**src/verilog/cu_params.svh**
```systemverilog
`ifndef CU_PARAMS_SVH
`define CU_PARAMS_SVH

// widths
`define CU_XLEN     32
`define CU_REG_W    5
`define CU_WADDR_W  30
`define CU_WE_W     4
`define CU_ALUOP_W  5
`define CU_STATE_W  4
`define CU_CLASS_W  3

// supported rv32i major opcodes
`define OPC_ARITH   7'b0110011
`define OPC_IMM     7'b0010011
`define OPC_LOAD    7'b0000011
`define OPC_STORE   7'b0100011
`define OPC_BRANCH  7'b1100011

// control states
`define ST_FETCH        4'd0
`define ST_DECODE       4'd1
`define ST_ARITH        4'd2
`define ST_ARITH_WB     4'd3
`define ST_IMM          4'd4
`define ST_IMM_WB       4'd5
`define ST_LOAD_1       4'd6
`define ST_LOAD_2       4'd7
`define ST_LOAD_3       4'd8
`define ST_STORE_1      4'd9
`define ST_STORE_2      4'd10
`define ST_BRANCH_1     4'd11
`define ST_BRANCH_2     4'd12
`define ST_BRANCH_EXEC  4'd13

// op classes seen by the sequencer
`define CLS_ARITH   3'd0
`define CLS_IMM     3'd1
`define CLS_LOAD    3'd2
`define CLS_STORE   3'd3
`define CLS_BRANCH  3'd4
`define CLS_BAD     3'd5

// alu operations
`define ALU_ADD   5'd0
`define ALU_SUB   5'd1
`define ALU_SLL   5'd2
`define ALU_SLT   5'd3
`define ALU_SLTU  5'd4
`define ALU_XOR   5'd5
`define ALU_SRL   5'd6
`define ALU_SRA   5'd7
`define ALU_OR    5'd8
`define ALU_AND   5'd9
// branch compares, result goes back as i_branch
`define ALU_BEQ   5'd10
`define ALU_BNE   5'd11
`define ALU_BLT   5'd12
`define ALU_BGE   5'd13
`define ALU_BLTU  5'd14
`define ALU_BGEU  5'd15
// load extends applied to memory read 2
`define ALU_LB    5'd16
`define ALU_LH    5'd17
`define ALU_LW    5'd18
`define ALU_LBU   5'd19
`define ALU_LHU   5'd20

// memory port address and write-data selects
`define A1_PC      2'd0
`define A1_REG     2'd1
`define A1_ALU     2'd2
`define A2_REG     1'b0
`define A2_ALU     1'b1
`define W1_ALU     1'b0
`define W1_MEM_R2  1'b1

// alu source selects
`define SRC1_PC      2'd0
`define SRC1_MEM_R1  2'd1
`define SRC1_OLD_PC  2'd2
`define SRC2_ADD4    2'd0
`define SRC2_MEM_R2  2'd1
`define SRC2_IMM     2'd2

// immediate types
`define IMM_I  2'd0
`define IMM_S  2'd1
`define IMM_B  2'd2

// byte write enables
`define WE_NONE  4'b0000
`define WE_B     4'b0001
`define WE_H     4'b0011
`define WE_W     4'b1111

`endif
```
**src/verilog/cu_pkg.sv**
```systemverilog
`include "cu_params.svh"

package cu_pkg;

	// register-register layout
	typedef struct packed {
		logic [6:0]           funct7;
		logic [`CU_REG_W-1:0] rs2;
		logic [`CU_REG_W-1:0] rs1;
		logic [2:0]           funct3;
		logic [`CU_REG_W-1:0] rd;
		logic [6:0]           opcode;
	} instr_r_t;

	// register-immediate layout, also used for loads
	typedef struct packed {
		logic [11:0]          imm12;
		logic [`CU_REG_W-1:0] rs1;
		logic [2:0]           funct3;
		logic [`CU_REG_W-1:0] rd;
		logic [6:0]           opcode;
	} instr_i_t;

	// same word, two views
	typedef union packed {
		instr_r_t r;
		instr_i_t i;
	} instr_u;

endpackage

```
**src/verilog/cu_ifs.sv**
```systemverilog
`timescale 1ns/1ps
`include "cu_params.svh"

// decoded instruction fields
interface dec_if;
	logic [`CU_CLASS_W-1:0] op_class;
	logic [`CU_REG_W-1:0]   rs1;
	logic [`CU_REG_W-1:0]   rs2;
	logic [`CU_REG_W-1:0]   rd;
	logic [`CU_ALUOP_W-1:0] alu_op;
	logic [1:0]             imm_sel;
	logic [`CU_WE_W-1:0]    st_mask;

	modport dec (output op_class, rs1, rs2, rd, alu_op, imm_sel, st_mask);
	// sequencer only branches on the class
	modport seq (input op_class);
	modport ctrl (input rs1, rs2, rd, alu_op, imm_sel, st_mask);
endinterface

// dual-port memory controls
interface mem_ctrl_if;
	logic [`CU_WADDR_W-1:0] a1;
	logic [`CU_WADDR_W-1:0] a2;
	logic [`CU_WE_W-1:0]    we1;
	logic [`CU_WE_W-1:0]    we2;
	logic [1:0]             a1_sel;
	logic                   a2_sel;
	logic                   w1_sel;

	modport drv (output a1, a2, we1, we2, a1_sel, a2_sel, w1_sel);
	modport mon (input a1, a2, we1, we2, a1_sel, a2_sel, w1_sel);
endinterface

// alu and pc register controls
interface dp_ctrl_if;
	logic [`CU_ALUOP_W-1:0] alu_op;
	logic [1:0]             src1_sel;
	logic [1:0]             src2_sel;
	logic [1:0]             imm_sel;
	logic                   pc_we;
	logic                   old_pc_we;
	logic                   instr_we;

	modport drv (output alu_op, src1_sel, src2_sel, imm_sel, pc_we, old_pc_we, instr_we);
	modport mon (input alu_op, src1_sel, src2_sel, imm_sel, pc_we, old_pc_we, instr_we);
endinterface

```
**src/verilog/cu_top.sv**
```systemverilog
`timescale 1ns/1ps
`include "cu_params.svh"

module cu_top (
	input  logic                   clk,
	input  logic                   rst,
	input  logic [`CU_XLEN-1:0]    i_instr,
	input  logic                   i_branch,
	output logic [`CU_WADDR_W-1:0] o_mem_a1,
	output logic [`CU_WADDR_W-1:0] o_mem_a2,
	output logic [`CU_WE_W-1:0]    o_mem_we1,
	output logic [`CU_WE_W-1:0]    o_mem_we2,
	output logic [1:0]             o_mem_a1_sel,
	output logic                   o_mem_a2_sel,
	output logic                   o_mem_w1_sel,
	output logic [1:0]             o_alu_src1_sel,
	output logic [1:0]             o_alu_src2_sel,
	output logic [1:0]             o_imm_sel,
	output logic [`CU_ALUOP_W-1:0] o_alu_op,
	output logic                   o_instr_we,
	output logic                   o_old_pc_we,
	output logic                   o_pc_we
);

	logic [`CU_STATE_W-1:0] state;

	dec_if      dec_bus ();
	mem_ctrl_if mem_bus ();
	dp_ctrl_if  dp_bus ();

	instr_decoder u_dec (.i_instr(i_instr), .o_dec(dec_bus.dec));

	cu_sequencer u_seq (
		.clk      (clk),
		.rst      (rst),
		.i_branch (i_branch),
		.i_dec    (dec_bus.seq),
		.o_state  (state)
	);

	mem_port_ctrl u_mem (.i_state(state), .i_dec(dec_bus.ctrl), .o_mem(mem_bus.drv));

	alu_pc_ctrl u_alu (.i_state(state), .i_dec(dec_bus.ctrl), .o_dp(dp_bus.drv));

	// memory side
	assign o_mem_a1     = mem_bus.a1;
	assign o_mem_a2     = mem_bus.a2;
	assign o_mem_we1    = mem_bus.we1;
	assign o_mem_we2    = mem_bus.we2;
	assign o_mem_a1_sel = mem_bus.a1_sel;
	assign o_mem_a2_sel = mem_bus.a2_sel;
	assign o_mem_w1_sel = mem_bus.w1_sel;

	// datapath side
	assign o_alu_op       = dp_bus.alu_op;
	assign o_alu_src1_sel = dp_bus.src1_sel;
	assign o_alu_src2_sel = dp_bus.src2_sel;
	assign o_imm_sel      = dp_bus.imm_sel;
	assign o_pc_we        = dp_bus.pc_we;
	assign o_old_pc_we    = dp_bus.old_pc_we;
	assign o_instr_we     = dp_bus.instr_we;

endmodule

```
**src/verilog/alu_pc_ctrl.sv**
```systemverilog
`timescale 1ns/1ps
`include "cu_params.svh"

module alu_pc_ctrl (
	input  logic [`CU_STATE_W-1:0] i_state,
	dec_if.ctrl                    i_dec,
	dp_ctrl_if.drv                 o_dp
);

	always_comb begin
		// idle pattern is pc + 4
		o_dp.alu_op    = `ALU_ADD;
		o_dp.src1_sel  = `SRC1_PC;
		o_dp.src2_sel  = `SRC2_ADD4;
		o_dp.imm_sel   = `IMM_I;
		o_dp.pc_we     = 1'b0;
		o_dp.old_pc_we = 1'b0;
		o_dp.instr_we  = 1'b0;
		case (i_state)
			// advance pc, keep the old one for branch targets
			`ST_FETCH: begin
				o_dp.pc_we     = 1'b1;
				o_dp.old_pc_we = 1'b1;
			end
			`ST_DECODE: o_dp.instr_we = 1'b1;
			// reg-reg op or branch compare
			`ST_ARITH, `ST_ARITH_WB, `ST_BRANCH_2: begin
				o_dp.src1_sel = `SRC1_MEM_R1;
				o_dp.src2_sel = `SRC2_MEM_R2;
				o_dp.alu_op   = i_dec.alu_op;
			end
			`ST_IMM, `ST_IMM_WB: begin
				o_dp.src1_sel = `SRC1_MEM_R1;
				o_dp.src2_sel = `SRC2_IMM;
				o_dp.imm_sel  = i_dec.imm_sel;
				o_dp.alu_op   = i_dec.alu_op;
			end
			// effective address rs1 + imm
			`ST_LOAD_2, `ST_STORE_2: begin
				o_dp.src1_sel = `SRC1_MEM_R1;
				o_dp.src2_sel = `SRC2_IMM;
				o_dp.imm_sel  = i_dec.imm_sel;
			end
			// sign or zero extend the loaded word
			`ST_LOAD_3: begin
				o_dp.src2_sel = `SRC2_MEM_R2;
				o_dp.alu_op   = i_dec.alu_op;
			end
			// branch target old pc + imm
			`ST_BRANCH_EXEC: begin
				o_dp.src1_sel = `SRC1_OLD_PC;
				o_dp.src2_sel = `SRC2_IMM;
				o_dp.imm_sel  = i_dec.imm_sel;
				o_dp.pc_we    = 1'b1;
			end
			default: ;
		endcase
	end

endmodule

```
**src/verilog/mem_port_ctrl.sv**
```systemverilog
`timescale 1ns/1ps
`include "cu_params.svh"

module mem_port_ctrl (
	input  logic [`CU_STATE_W-1:0] i_state,
	dec_if.ctrl                    i_dec,
	mem_ctrl_if.drv                o_mem
);

	localparam int PAD_W = `CU_WADDR_W - `CU_REG_W;

	// register file occupies the low words of memory
	logic [`CU_WADDR_W-1:0] rs1_addr;
	logic [`CU_WADDR_W-1:0] rs2_addr;
	logic [`CU_WADDR_W-1:0] rd_addr;

	assign rs1_addr = {{PAD_W{1'b0}}, i_dec.rs1};
	assign rs2_addr = {{PAD_W{1'b0}}, i_dec.rs2};
	assign rd_addr  = {{PAD_W{1'b0}}, i_dec.rd};

	always_comb begin
		o_mem.a1     = '0;
		o_mem.a2     = '0;
		o_mem.we1    = `WE_NONE;
		o_mem.we2    = `WE_NONE;
		o_mem.a1_sel = `A1_REG;
		o_mem.a2_sel = `A2_REG;
		o_mem.w1_sel = `W1_ALU;
		case (i_state)
			// instruction read through port 1
			`ST_FETCH: o_mem.a1_sel = `A1_PC;
			// read both source registers
			`ST_ARITH, `ST_STORE_1, `ST_BRANCH_1: begin
				o_mem.a1 = rs1_addr;
				o_mem.a2 = rs2_addr;
			end
			`ST_IMM, `ST_LOAD_1: o_mem.a1 = rs1_addr;
			// alu result back into rd via port 2
			`ST_ARITH_WB, `ST_IMM_WB: begin
				o_mem.a2  = rd_addr;
				o_mem.we2 = `WE_W;
			end
			// data word at rs1 + imm
			`ST_LOAD_2: o_mem.a2_sel = `A2_ALU;
			// extended load data into rd via port 1
			`ST_LOAD_3: begin
				o_mem.a1  = rd_addr;
				o_mem.we1 = `WE_W;
			end
			`ST_STORE_2: begin
				o_mem.a1_sel = `A1_ALU;
				// rs2 value still on read port 2
				o_mem.w1_sel = `W1_MEM_R2;
				o_mem.we1    = i_dec.st_mask;
			end
			default: ;
		endcase
	end

endmodule

```
**src/verilog/cu_sequencer.sv**
```systemverilog
`timescale 1ns/1ps
`include "cu_params.svh"

module cu_sequencer (
	input  logic                   clk,
	input  logic                   rst,
	input  logic                   i_branch,
	dec_if.seq                     i_dec,
	output logic [`CU_STATE_W-1:0] o_state
);

	logic [`CU_STATE_W-1:0] state;
	logic [`CU_STATE_W-1:0] next_state;

	always_ff @(posedge clk) begin
		if (rst)
			state <= `ST_FETCH;
		else
			state <= next_state;
	end

	always_comb begin
		case (state)
			`ST_FETCH: next_state = `ST_DECODE;
			// dispatch on the class decoded from the word on the memory bus
			`ST_DECODE: begin
				case (i_dec.op_class)
					`CLS_ARITH:  next_state = `ST_ARITH;
					`CLS_IMM:    next_state = `ST_IMM;
					`CLS_LOAD:   next_state = `ST_LOAD_1;
					`CLS_STORE:  next_state = `ST_STORE_1;
					`CLS_BRANCH: next_state = `ST_BRANCH_1;
					default:     next_state = `ST_FETCH;
				endcase
			end
			`ST_ARITH:    next_state = `ST_ARITH_WB;
			`ST_IMM:      next_state = `ST_IMM_WB;
			`ST_LOAD_1:   next_state = `ST_LOAD_2;
			`ST_LOAD_2:   next_state = `ST_LOAD_3;
			`ST_STORE_1:  next_state = `ST_STORE_2;
			`ST_BRANCH_1: next_state = `ST_BRANCH_2;
			// taken branch needs one more cycle to load pc
			`ST_BRANCH_2: next_state = i_branch ? `ST_BRANCH_EXEC : `ST_FETCH;
			// write-back and exec states, plus any stray code
			default:      next_state = `ST_FETCH;
		endcase
	end

	assign o_state = state;

endmodule

```
**src/verilog/instr_decoder.sv**
```systemverilog
`timescale 1ns/1ps
`include "cu_params.svh"

module instr_decoder import cu_pkg::*; (
	input  instr_u i_instr,
	dec_if.dec     o_dec
);

	logic [6:0] opc;
	logic [2:0] f3;

	assign opc = i_instr.r.opcode;
	assign f3  = i_instr.r.funct3;

	// register indices sit at the same bits in every format
	assign o_dec.rs1 = i_instr.r.rs1;
	assign o_dec.rs2 = i_instr.r.rs2;
	assign o_dec.rd  = i_instr.r.rd;

	// funct3 table shared by reg-reg and reg-imm arithmetic
	function automatic logic [`CU_ALUOP_W-1:0] arith_op(
		input logic [2:0] fn,
		input logic       alt_sub,
		input logic       alt_sra
	);
		case (fn)
			3'b000:  arith_op = alt_sub ? `ALU_SUB : `ALU_ADD;
			3'b001:  arith_op = `ALU_SLL;
			3'b010:  arith_op = `ALU_SLT;
			3'b011:  arith_op = `ALU_SLTU;
			3'b100:  arith_op = `ALU_XOR;
			3'b101:  arith_op = alt_sra ? `ALU_SRA : `ALU_SRL;
			3'b110:  arith_op = `ALU_OR;
			default: arith_op = `ALU_AND;
		endcase
	endfunction

	always_comb begin
		o_dec.op_class = `CLS_BAD;
		o_dec.alu_op   = `ALU_ADD;
		o_dec.imm_sel  = `IMM_I;
		o_dec.st_mask  = `WE_NONE;
		case (opc)
			`OPC_ARITH: begin
				o_dec.op_class = `CLS_ARITH;
				// funct7 bit 5 selects sub and sra
				o_dec.alu_op = arith_op(f3, i_instr.r.funct7[5], i_instr.r.funct7[5]);
			end
			`OPC_IMM: begin
				o_dec.op_class = `CLS_IMM;
				// no subi; srai flagged by imm bit 10
				o_dec.alu_op = arith_op(f3, 1'b0, i_instr.i.imm12[10]);
			end
			`OPC_LOAD: begin
				o_dec.op_class = `CLS_LOAD;
				case (f3)
					3'b000:  o_dec.alu_op = `ALU_LB;
					3'b001:  o_dec.alu_op = `ALU_LH;
					3'b100:  o_dec.alu_op = `ALU_LBU;
					3'b101:  o_dec.alu_op = `ALU_LHU;
					default: o_dec.alu_op = `ALU_LW;
				endcase
			end
			`OPC_STORE: begin
				o_dec.op_class = `CLS_STORE;
				o_dec.imm_sel  = `IMM_S;
				case (f3)
					3'b000:  o_dec.st_mask = `WE_B;
					3'b001:  o_dec.st_mask = `WE_H;
					3'b010:  o_dec.st_mask = `WE_W;
					default: o_dec.st_mask = `WE_NONE;
				endcase
			end
			`OPC_BRANCH: begin
				o_dec.op_class = `CLS_BRANCH;
				o_dec.imm_sel  = `IMM_B;
				// reserved funct3 falls back to beq
				case (f3)
					3'b001:  o_dec.alu_op = `ALU_BNE;
					3'b100:  o_dec.alu_op = `ALU_BLT;
					3'b101:  o_dec.alu_op = `ALU_BGE;
					3'b110:  o_dec.alu_op = `ALU_BLTU;
					3'b111:  o_dec.alu_op = `ALU_BGEU;
					default: o_dec.alu_op = `ALU_BEQ;
				endcase
			end
			default: ;
		endcase
	end

endmodule

```
**config.mk**
```make
export PLATFORM = sky130hd
export DESIGN_NAME = cu_top
export DESIGN_NICKNAME = d
export VERILOG_FILES = /design/src/verilog/cu_pkg.sv /design/src/verilog/cu_ifs.sv /design/src/verilog/cu_top.sv /design/src/verilog/alu_pc_ctrl.sv /design/src/verilog/mem_port_ctrl.sv /design/src/verilog/cu_sequencer.sv /design/src/verilog/instr_decoder.sv
export VERILOG_INCLUDE_DIRS = /design/src /design/src/verilog
export SDC_FILE = /design/constraint.sdc
export NUM_CORES = 1
export LEC_CHECK = 0
export BUFFER_PORTS_ARGS = -buffer_cell sky130_fd_sc_hd__buf_2
export CORE_MARGIN = 2
export CORE_UTILIZATION = 42
export CTS_CLUSTER_DIAMETER = 30
export DETAILED_ROUTE_END_ITERATION = 7
export PLACE_DENSITY = 0.87
export SKIP_CTS_REPAIR_TIMING = 1
export SYNTH_ARGS = -nofsm -noshare
export SYNTH_HDL_FRONTEND = slang
export SYNTH_SLANG_ARGS = --single-unit
```
**constraint.sdc**
```tcl
create_clock -name clk -period 3.89 [get_ports clk]
set_clock_uncertainty 0.05 [all_clocks]
set_input_delay 0.1945 -clock clk [delete_from_list [all_inputs] [get_ports clk]]
set_output_delay 0.1945 -clock clk [all_outputs]
set_load 0.005 [all_outputs]
```
# Word-level counts from Yosys, hierarchy flattened
# Index checks and enable logic that the tools add are counted.
# Widths: inputs -> output; s select.
totals:
  word_cells: 69
  regBits: 4
  ram_bits: 0
  latch_bits: 0
  memories: 0
  input_bits: 35
  out_inout_bits: 86
  rom_bits: 0
op_classes:
  shift: 0
  order_cmp: 0
  muxes: 28
  n_reduce_logical: 11
  add_sub_neg: 0
  n_mul: 0
  bitwise: 0
  n_eq_ne: 29
  n_div: 0
ops:
  columns: ["cell", "n"]
  rows:
  - ["$pmux 5 s7", 2]
  - ["$pmux 4 s9", 1]
  - ["$pmux 3 s5", 2]
  - ["$eq 4x4->1 const B", 6]
  - ["$pmux 4 s5", 1]
  - ["$pmux 5 s2", 2]
  - ["$pmux 5 s4", 1]
  - ["$eq 4x3->1 const B", 4]
  - ["$pmux 2 s2", 4]
  - ["$eq 3x3->1 const B", 5]
  - ["$eq 7x6->1 const B", 2]
  - ["$eq 3x2->1 const B", 4]
  - ["$mux 4", 3]
  - ["$pmux 3 s4", 1]
  - ["$pmux 4 s3", 1]
  - ["$reduce_or 5->1", 2]
  - ["$eq 4x2->1 const B", 2]
  - ["$pmux 4 s2", 1]
  - ["$eq 7x2->1 const B", 1]
  - ["$eq 7x5->1 const B", 1]
  - ["$eq 7x7->1 const B", 1]
  - ["$mux 1", 7]
  - ["$reduce_or 7->1", 1]
  - ["$eq 3x1->1 const B", 2]
  - ["other kinds (9)", 11]

# Longest topological paths before layout
# Gate-level depths: netlist (run 1).
logic_depth:
  ltp_word: 5
  ltp_mapped: 6
  depth_no_buf: 4

# Modules after synthesis
# From an unflattened synthesis (run 1), not the netlist that was laid out.
hier_totals:
  hier_cells: 249
  hier_area_um2: 1865.5
by_module_without_submodules:
  columns: ["mod", "instances", "cells_each", "area_per_inst_um2", "seq_area_each_um2"]
  rows:
  - ["mem_port_ctrl", 1, 111, 824.5, 0.0]
  - ["instr_decoder", 1, 70, 513.0, 0.0]
  - ["cu_sequencer", 1, 33, 299.0, 80.1]
  - ["alu_pc_ctrl", 1, 35, 229.0, 0.0]

# Worst setup path before layout (run 1)
# OpenSTA, ideal clock, no wires.
synth_path:
  kind: "reg-to-output"
  startpoint: "register u_seq.state[3], in the netlist u_seq.o_state[3]"
  endpoint: "output port o_mem_we1[3]"
  path_slack_ns: 2.164
  t_required_ns: 3.645
  arrival_time_ns: 1.481
  path_buffers: 2
  path_stages_with_launch: 7
  path_cell_list: "dfxtp_1 buf_2 nand2b_1 nor3_2 nand4b_1 o21ai_0 buf_4"
synth_via:
  elab_chain_len: 2
  word_cells_on_any_way: 3
  classes_between: "2 x eq/ne; 1 x mux"
synth_rtl:
  columns: ["item", "line_no", "text"]
  rows:
  - ["start: declaration", "cu_sequencer.sv:12", "logic [`CU_STATE_W-1:0] state;"]
  - ["start signal: assignment", "cu_sequencer.sv:17", "state <= `ST_FETCH;"]
  - ["start signal: assignment", "cu_sequencer.sv:19", "state <= next_state;"]
  - ["$eq 4x4->1", "mem_port_ctrl.sv:29", "case (i_state)"]
  - ["$pmux 4 s2 (*)", "mem_port_ctrl.sv:29", null]
  - ["end: declaration", "cu_top.sv:11", "output logic [`CU_WE_W-1:0] o_mem_we1,"]
# Every way passes the cells marked *; elsewhere a longest branch is shown, timed or not.

# Worst setup path after layout (run 1)
layout_path:
  startpoint: "register u_seq.state[3], in the netlist u_seq.o_state[3]"
  endpoint: "output port o_mem_we1[2]"
# Same word-level chain as after synthesis.

==> results of run 1 <==
metrics by stage:
step / hold slack (ns) / instances
after floorplan: 0.211 / 277
after global placement: 0.348 / 319
after detailed placement: 0.361 / 319
after CTS: 0.114 / 322
after global routing: 0.117 / 322
final: 0.126 / 322
layout make-up:
cell class | count | area (µm²) | area share
inverters | 6 | 22.5 | 0.0145
flip-flops and latches | 4 | 80.1 | 0.0514
repair buffers | 65 | 328 | 0.211
multi-input cells | 198 | 1050 | 0.672
well taps | 46 | 57.6 | 0.0370
clock buffers | 3 | 22.5 | 0.0145
cell families (layout without fill, tap and decap cells):
kind of cell,Yosys count,count (layout),share of synthesized area
xor gates and xnor gates,1,1,0.00610
and+or+nand+nor,85,85,0.307
buffers and inverters,75,74,0.344
muxes,5,5,0.0349
DFF,4,4,0.0558
other,1,50,0.00261
AOI/OAI and AO/OA,57,57,0.250
power breakdown:
part	internal, mW	switching, mW	total (mW)
registers	0.0422	0.00502	0.0472
logic	0.0331	0.0491	0.0822
clock network	0.0343	0.0148	0.0491
worst min path at each step:
stage | from | end | slack (ns) | cells after the start
2_1_floorplan | rst | u_seq.o_state[3] | 0.21 | 1
3_3_place_gp | rst | u_seq.o_state[3] | 0.35 | 2
3_5_place_dp | rst | u_seq.o_state[3] | 0.36 | 2
4_1_cts | rst | u_seq.o_state[3] | 0.11 | 2
5_1_grt | rst | u_seq.o_state[3] | 0.12 | 2
6_report | rst | u_seq.o_state[3] | 0.13 | 2
placed cells by master (no fill, tap or decap), types with 3 or more instances in the layout:
cell type,Yosys,routed
a22oi_1,5,5
clkbuf_4,0,3
nor3_1,3,3
nand3_1,4,4
conb_1,1,50
nor2_1,26,26
nor2b_1,7,7
o21ai_0,19,19
a21oi_1,15,15
buf_2,4,64
nand2b_1,7,7
nand2_1,20,20
inv_1,6,6
and2_1,3,3
mux2i_1,5,5
dfxtp_1,4,4
a21o_1,3,3
worst reg2reg max path: stages (launching register included):
cell	delay (ns)
dfxtp_1	0.78
or4b_4	0.56
or3_1	0.37
a21oi_1	0.15
per-layer routing:
metal  vias up  GRT usage
met4         0     0.0750
met3        12     0.0216
met5         -          0
met2       101      0.300
met1       693      0.183
li1        782          -
==> results.ini, run 1 <==
[yosys]
netlist_instances=228
synth_edf_count=0
synth_top_area_cell=buf_4
async_reset_ff_frac=0
ys_seq_area_frac=0.0558
netlist_area_um2=1440
ys.flop_type=dfxtp_1
avgSynthCellArea_um2=6.29
ys_top_cells_by_count=55 x buf_4, 26 x nor2_1, 20 x nand2_1, 19 x o21ai_0, 15 x a21oi_1
synth_cell_type_count=44
ys_seq_elements=4
ys_warn_count=0
netlist_top_cells_area=buf_4 29%, nor2_1 6.8%, o21ai_0 6.6%
yosysTopAreaCellShare=0.288
synth.most_common_cell=buf_4

[sta]
fmax_mhz=416
finalSetupTns_ns=0
rsz0062_at_grt=false
fin_crit_sh=0.618
maxSlewHeadroom=0.519
finalWorstSetupSlack_ns=1.49
report.final.setup_viol=0
final-max-slew-violation-count=0
hold_viol=0
post-route-min-period_ns=2.40
worst_pin_slew_ns=0.721

[place]
place_congestion=0.866
pre_cts_ws_ns=1.71
portBuffers=64
dpl_cell_area_um2=1530
hpwlAfterDp_mm=2.70

[global_routing]
grt_max_degree=24
antenna_found_initial=0
overflow=0
grt_pass1_vias=1318
grt_pass1_wl_mm=5.38
grt_util_all_layers=0.162

[setup_path]
path_cells=nand2b_1 -> nor3_2 -> nand4b_1 -> o21ai_0 -> buf_2
crit_path_top_delay_cell=dfxtp_1
timing.rr.start=u_seq.o_state[0]
critical_path_buf_inv_count=1
path_max_fanout=23
r2r-end=u_seq.o_state[2]
setup.worst_path.class=reg2out
cp-endpoint=o_mem_we1[2]
path_depth=5
reg2reg_depth=3
crit_required_ns=3.65
r2r_slack_ns=1.92
cp-end-kind=primary output
cp_top_family=simple AND/OR/NAND/NOR gates
cpPeakStageDelay_ns=0.73
start_kind=flip-flop
cp.arrival_ns=2.16
startpoint=u_seq.o_state[3]

[routing]
viasPerCell=4.93
wl_per_cell_um=10.5
met2_length_mm=1.70
drt_wl_total_mm=3.38
wl_met1_mm=1.29
vias=1588
drt_iter0_markers=84
dr_wl_met3_um=305
dr.pass1.iters=4
top_layer_used=met4
drc_errors=0
antenna_left=0

[floorplan]
die_area_um2=3900
die_h_um=62.5
start_util=0.433
die_w_um=62.5
coreArea_um2=3310
rows=21
pin_count=121

[cts]
cts_buffers=3
clk_path_buf_depth=2
worst_skew_pair.late_latency_ns=0.23
clock_sinks=4
cts_tree=built
h-tree-depth=1
cts_root_buf=clkbuf_4
cts.clk_slew.worst_paths_ns=0.03

[hold_path]
hp-class=in2reg

[job]
max_cap_viol_count=0

[final_layout]
syn_to_final_growth_pct=8.46
postLayoutCellArea_um2=1560
largest_reg_flops=4
nets=313
drive_above_1_share=0.264
final.fill_count=352
final_core_util=0.470
antennaDiodeCount=0

[power]
p_leak_nw=0.805
pwr_density_cell_nw_per_um2=115
power.total_mw=0.179
irDropWorstVdd_v=0.000100

[outcome]
outcome=complete, no violations

Note: power is estimated with default switching activity, not from simulation.
==> run 2, diff against run 1 <==
Settings changed: ABC_AREA set to 1, CORE_UTILIZATION 42 to 33, PLACE_DENSITY 0.87 to 0.78.
Clock period 3.89 ns to 2.1 ns, I/O delays scaled along.
==> results.ini, run 2 <==
[routing]
drt_wl_total_mm=2.99  ; -12%
antenna_left=0  ; unchanged
drt_iter0_markers=45  ; -46%
wl_per_cell_um=9.00  ; -14%
viasPerCell=4.26  ; -14%
dr.pass1.iters=4  ; unchanged
drc_errors=0  ; unchanged
vias=1415  ; -11%

[sta]
final-max-slew-violation-count=0  ; unchanged
hold_viol=0  ; unchanged
fin_crit_sh=0.887
rsz0062_at_grt=false
fmax_mhz=537
whs_ns=0.0475  ; -0.0787 ns
report.final.setup_viol=0  ; unchanged
post-route-min-period_ns=1.86
finalSetupTns_ns=0  ; unchanged

[yosys]
netlist_top_cells_area=buf_4 34%, nand2_1 14%, inv_1 11%
avgSynthCellArea_um2=5.48  ; -13%
ys_seq_elements=4  ; unchanged
ys_top_cells_by_count=55 x buf_4, 44 x nand2_1, 36 x inv_1, 24 x nor2_1, 22 x o21ai_0
yosysTopAreaCellShare=0.338  ; +0.0504
ys_warn_count=0  ; unchanged
synth_top_area_cell=buf_4
synth.most_common_cell=buf_4
ys.flop_type=dfxtp_1
synth_cell_type_count=21  ; -52%
synth_edf_count=0  ; unchanged
async_reset_ff_frac=0  ; unchanged
netlist_instances=223  ; -2.2%
netlist_area_um2=1220  ; -15%
ys_seq_area_frac=0.0656  ; +0.00978

[place]
place_congestion=0.881  ; +1.7%
dpl_cell_area_um2=1370  ; -11%
portBuffers=64  ; unchanged
hpwlAfterDp_mm=2.56  ; -5.0%

[cts]
clock_sinks=4  ; unchanged
cts.clk_slew.worst_paths_ns=0.03  ; about the same
cts_root_buf=clkbuf_8
cts_tree=built
cts_buffers=3  ; unchanged
clk_path_buf_depth=2  ; unchanged
h-tree-depth=1  ; unchanged
worst_skew_pair.late_latency_ns=0.21  ; -0.02 ns

[job]
max_cap_viol_count=0  ; unchanged

[power]
pwr-share-comb=0.327  ; -0.133
intPower_mw=0.240  ; +120%
pwr_density_cell_nw_per_um2=251  ; +120%
power.total_mw=0.355  ; +99%
p_seq_frac=0.227  ; -0.037
netSwitchingFraction=0.324  ; -0.0616
clockPowerShare=0.446  ; +0.171
irDropWorstVdd_v=0.000122  ; +22%
power_switching_mw=0.115  ; +67%
p_leak_nw=1.00  ; +25%

[global_routing]
grt_pass1_vias=1043  ; -21%
use_met1=0.134  ; -0.0488
antenna_found_initial=0  ; unchanged
grt_util_all_layers=0.127  ; -0.0351
overflow=0  ; unchanged
met2_usage=0.245  ; -0.0549
grt_max_degree=11  ; -54%
grt_pass1_wl_mm=4.24  ; -21%
grt-busiest-layer=met2
use_met3=0.0139  ; -0.00773

[floorplan]
die_area_um2=4200  ; +7.8%
pin_count=121  ; unchanged
die_h_um=64.8  ; +3.8%
die_w_um=64.8  ; +3.8%
start_util=0.339  ; -0.0948
coreArea_um2=3610  ; +8.9%
rows=22  ; +4.8%

[setup_path]
critical_path_buf_inv_count=3  ; +2
crit_path_top_delay_cell=dfxtp_1
cp_top_family=simple AND/OR/NAND/NOR gates
path_cells=inv_1 -> nor2_1 -> inv_1 -> nor2_1 -> o21ai_0 -> o21ai_0 -> buf_2
setup.worst_path.class=reg2out
path_max_fanout=6  ; -74%
cpPeakStageDelay_ns=0.37  ; -0.36 ns
start_kind=flip-flop
cp.arrival_ns=1.71  ; -0.45 ns
crit_required_ns=1.95  ; -1.70 ns
cp-end-kind=primary output

[final_layout]
layout_commonest_cell=buf_2
postLayoutCellArea_um2=1410  ; -9.2%
final_cell_mix=64 x buf_2, 50 x conb_1, 44 x nand2_1
drive_above_1_share=0.261  ; -0.00393
nets=321  ; +2.6%
final.fill_count=401  ; +14%
final_core_util=0.392  ; -0.0781
syn_to_final_growth_pct=15.8
largest_reg_flops=4  ; unchanged
antennaDiodeCount=0  ; unchanged

[outcome]
outcome=complete, no violations

[hold_path]
hp-class=in2reg

## run 2: cell types whose count changed in the layout (fill, tap and decap cells not counted), sizes merged, moves of 5 or more
cell	change
nand2b	-7
nand3	+12
inv	+30
nor2b	-7
mux2i	-5
a21oi	-8
nand2	+25
## run 2: cell families after synthesis
family                 after synthesis  share of synthesized area
DFF                                  4                     0.0656
other                                1                    0.00307
and+or+nand+nor                     92                      0.323
buffers and inverters               91                      0.449
AOI/OAI and AO/OA                   35                      0.160
## run 2: path summary, 6_finish.rpt
path | cells after the start | slack [ns] | endpoint | start
max reg2reg | 6 | 0.66 | u_seq.o_state[2] | u_seq.o_state[2]
min reg2reg | 3 | 0.62 | u_seq.o_state[0] | u_seq.o_state[0]
min | 2 | 0.05 | u_seq.o_state[1] | rst
max | 7 | 0.24 | o_mem_a1[1] | u_seq.o_state[2]
## run 2: through the flow
step | setup slack [ns] | cells
after floorplan | 0.716 | 272
after global placement | 0.469 | 329
after detailed placement | 0.446 | 329
after CTS | 0.223 | 332
after global routing | 0.0838 | 332
final | 0.238 | 332
## run 2: worst register-to-register path, delay by kind of cell (launching register included)
kind / cells / cell delay, ns
buf+inv: 2 / 0.17
simple gates: 3 / 0.65
flops: 1 / 0.37
compound gates: 1 / 0.13
## run 2: area by class of cell
| cell class | instances | area [µm²] | share of cell area |
|---|---|---|---|
| Multi-Input combinational cell | 177 | 777 | 0.550 |
| Timing Repair Buffer | 64 | 320 | 0.227 |
| Inverter | 36 | 135 | 0.0956 |
| Sequential cell | 4 | 80.1 | 0.0566 |
| Tap cell | 48 | 60.1 | 0.0425 |
| Clock buffer | 3 | 41.3 | 0.0292 |
## run 2: power by group through the flow
stage                     clock [mW]  sequential (mW)  combinational [mW]
after global placement             0           0.0814               0.112
after detailed placement           0           0.0815               0.114
after global routing           0.169           0.0810               0.134
final                          0.158           0.0806               0.116
after floorplan                    0           0.0810               0.133
after CTS                      0.162           0.0805               0.114
## run 2: layer usage
| layer | wire length, µm | vias to the layer above |
|---|---|---|
| met5 | 0 | - |
| met4 | 44 | 0 |
| met3 | 290 | 4 |
| met2 | 1440 | 88 |
| met1 | 1210 | 605 |
| li1 | - | 718 |
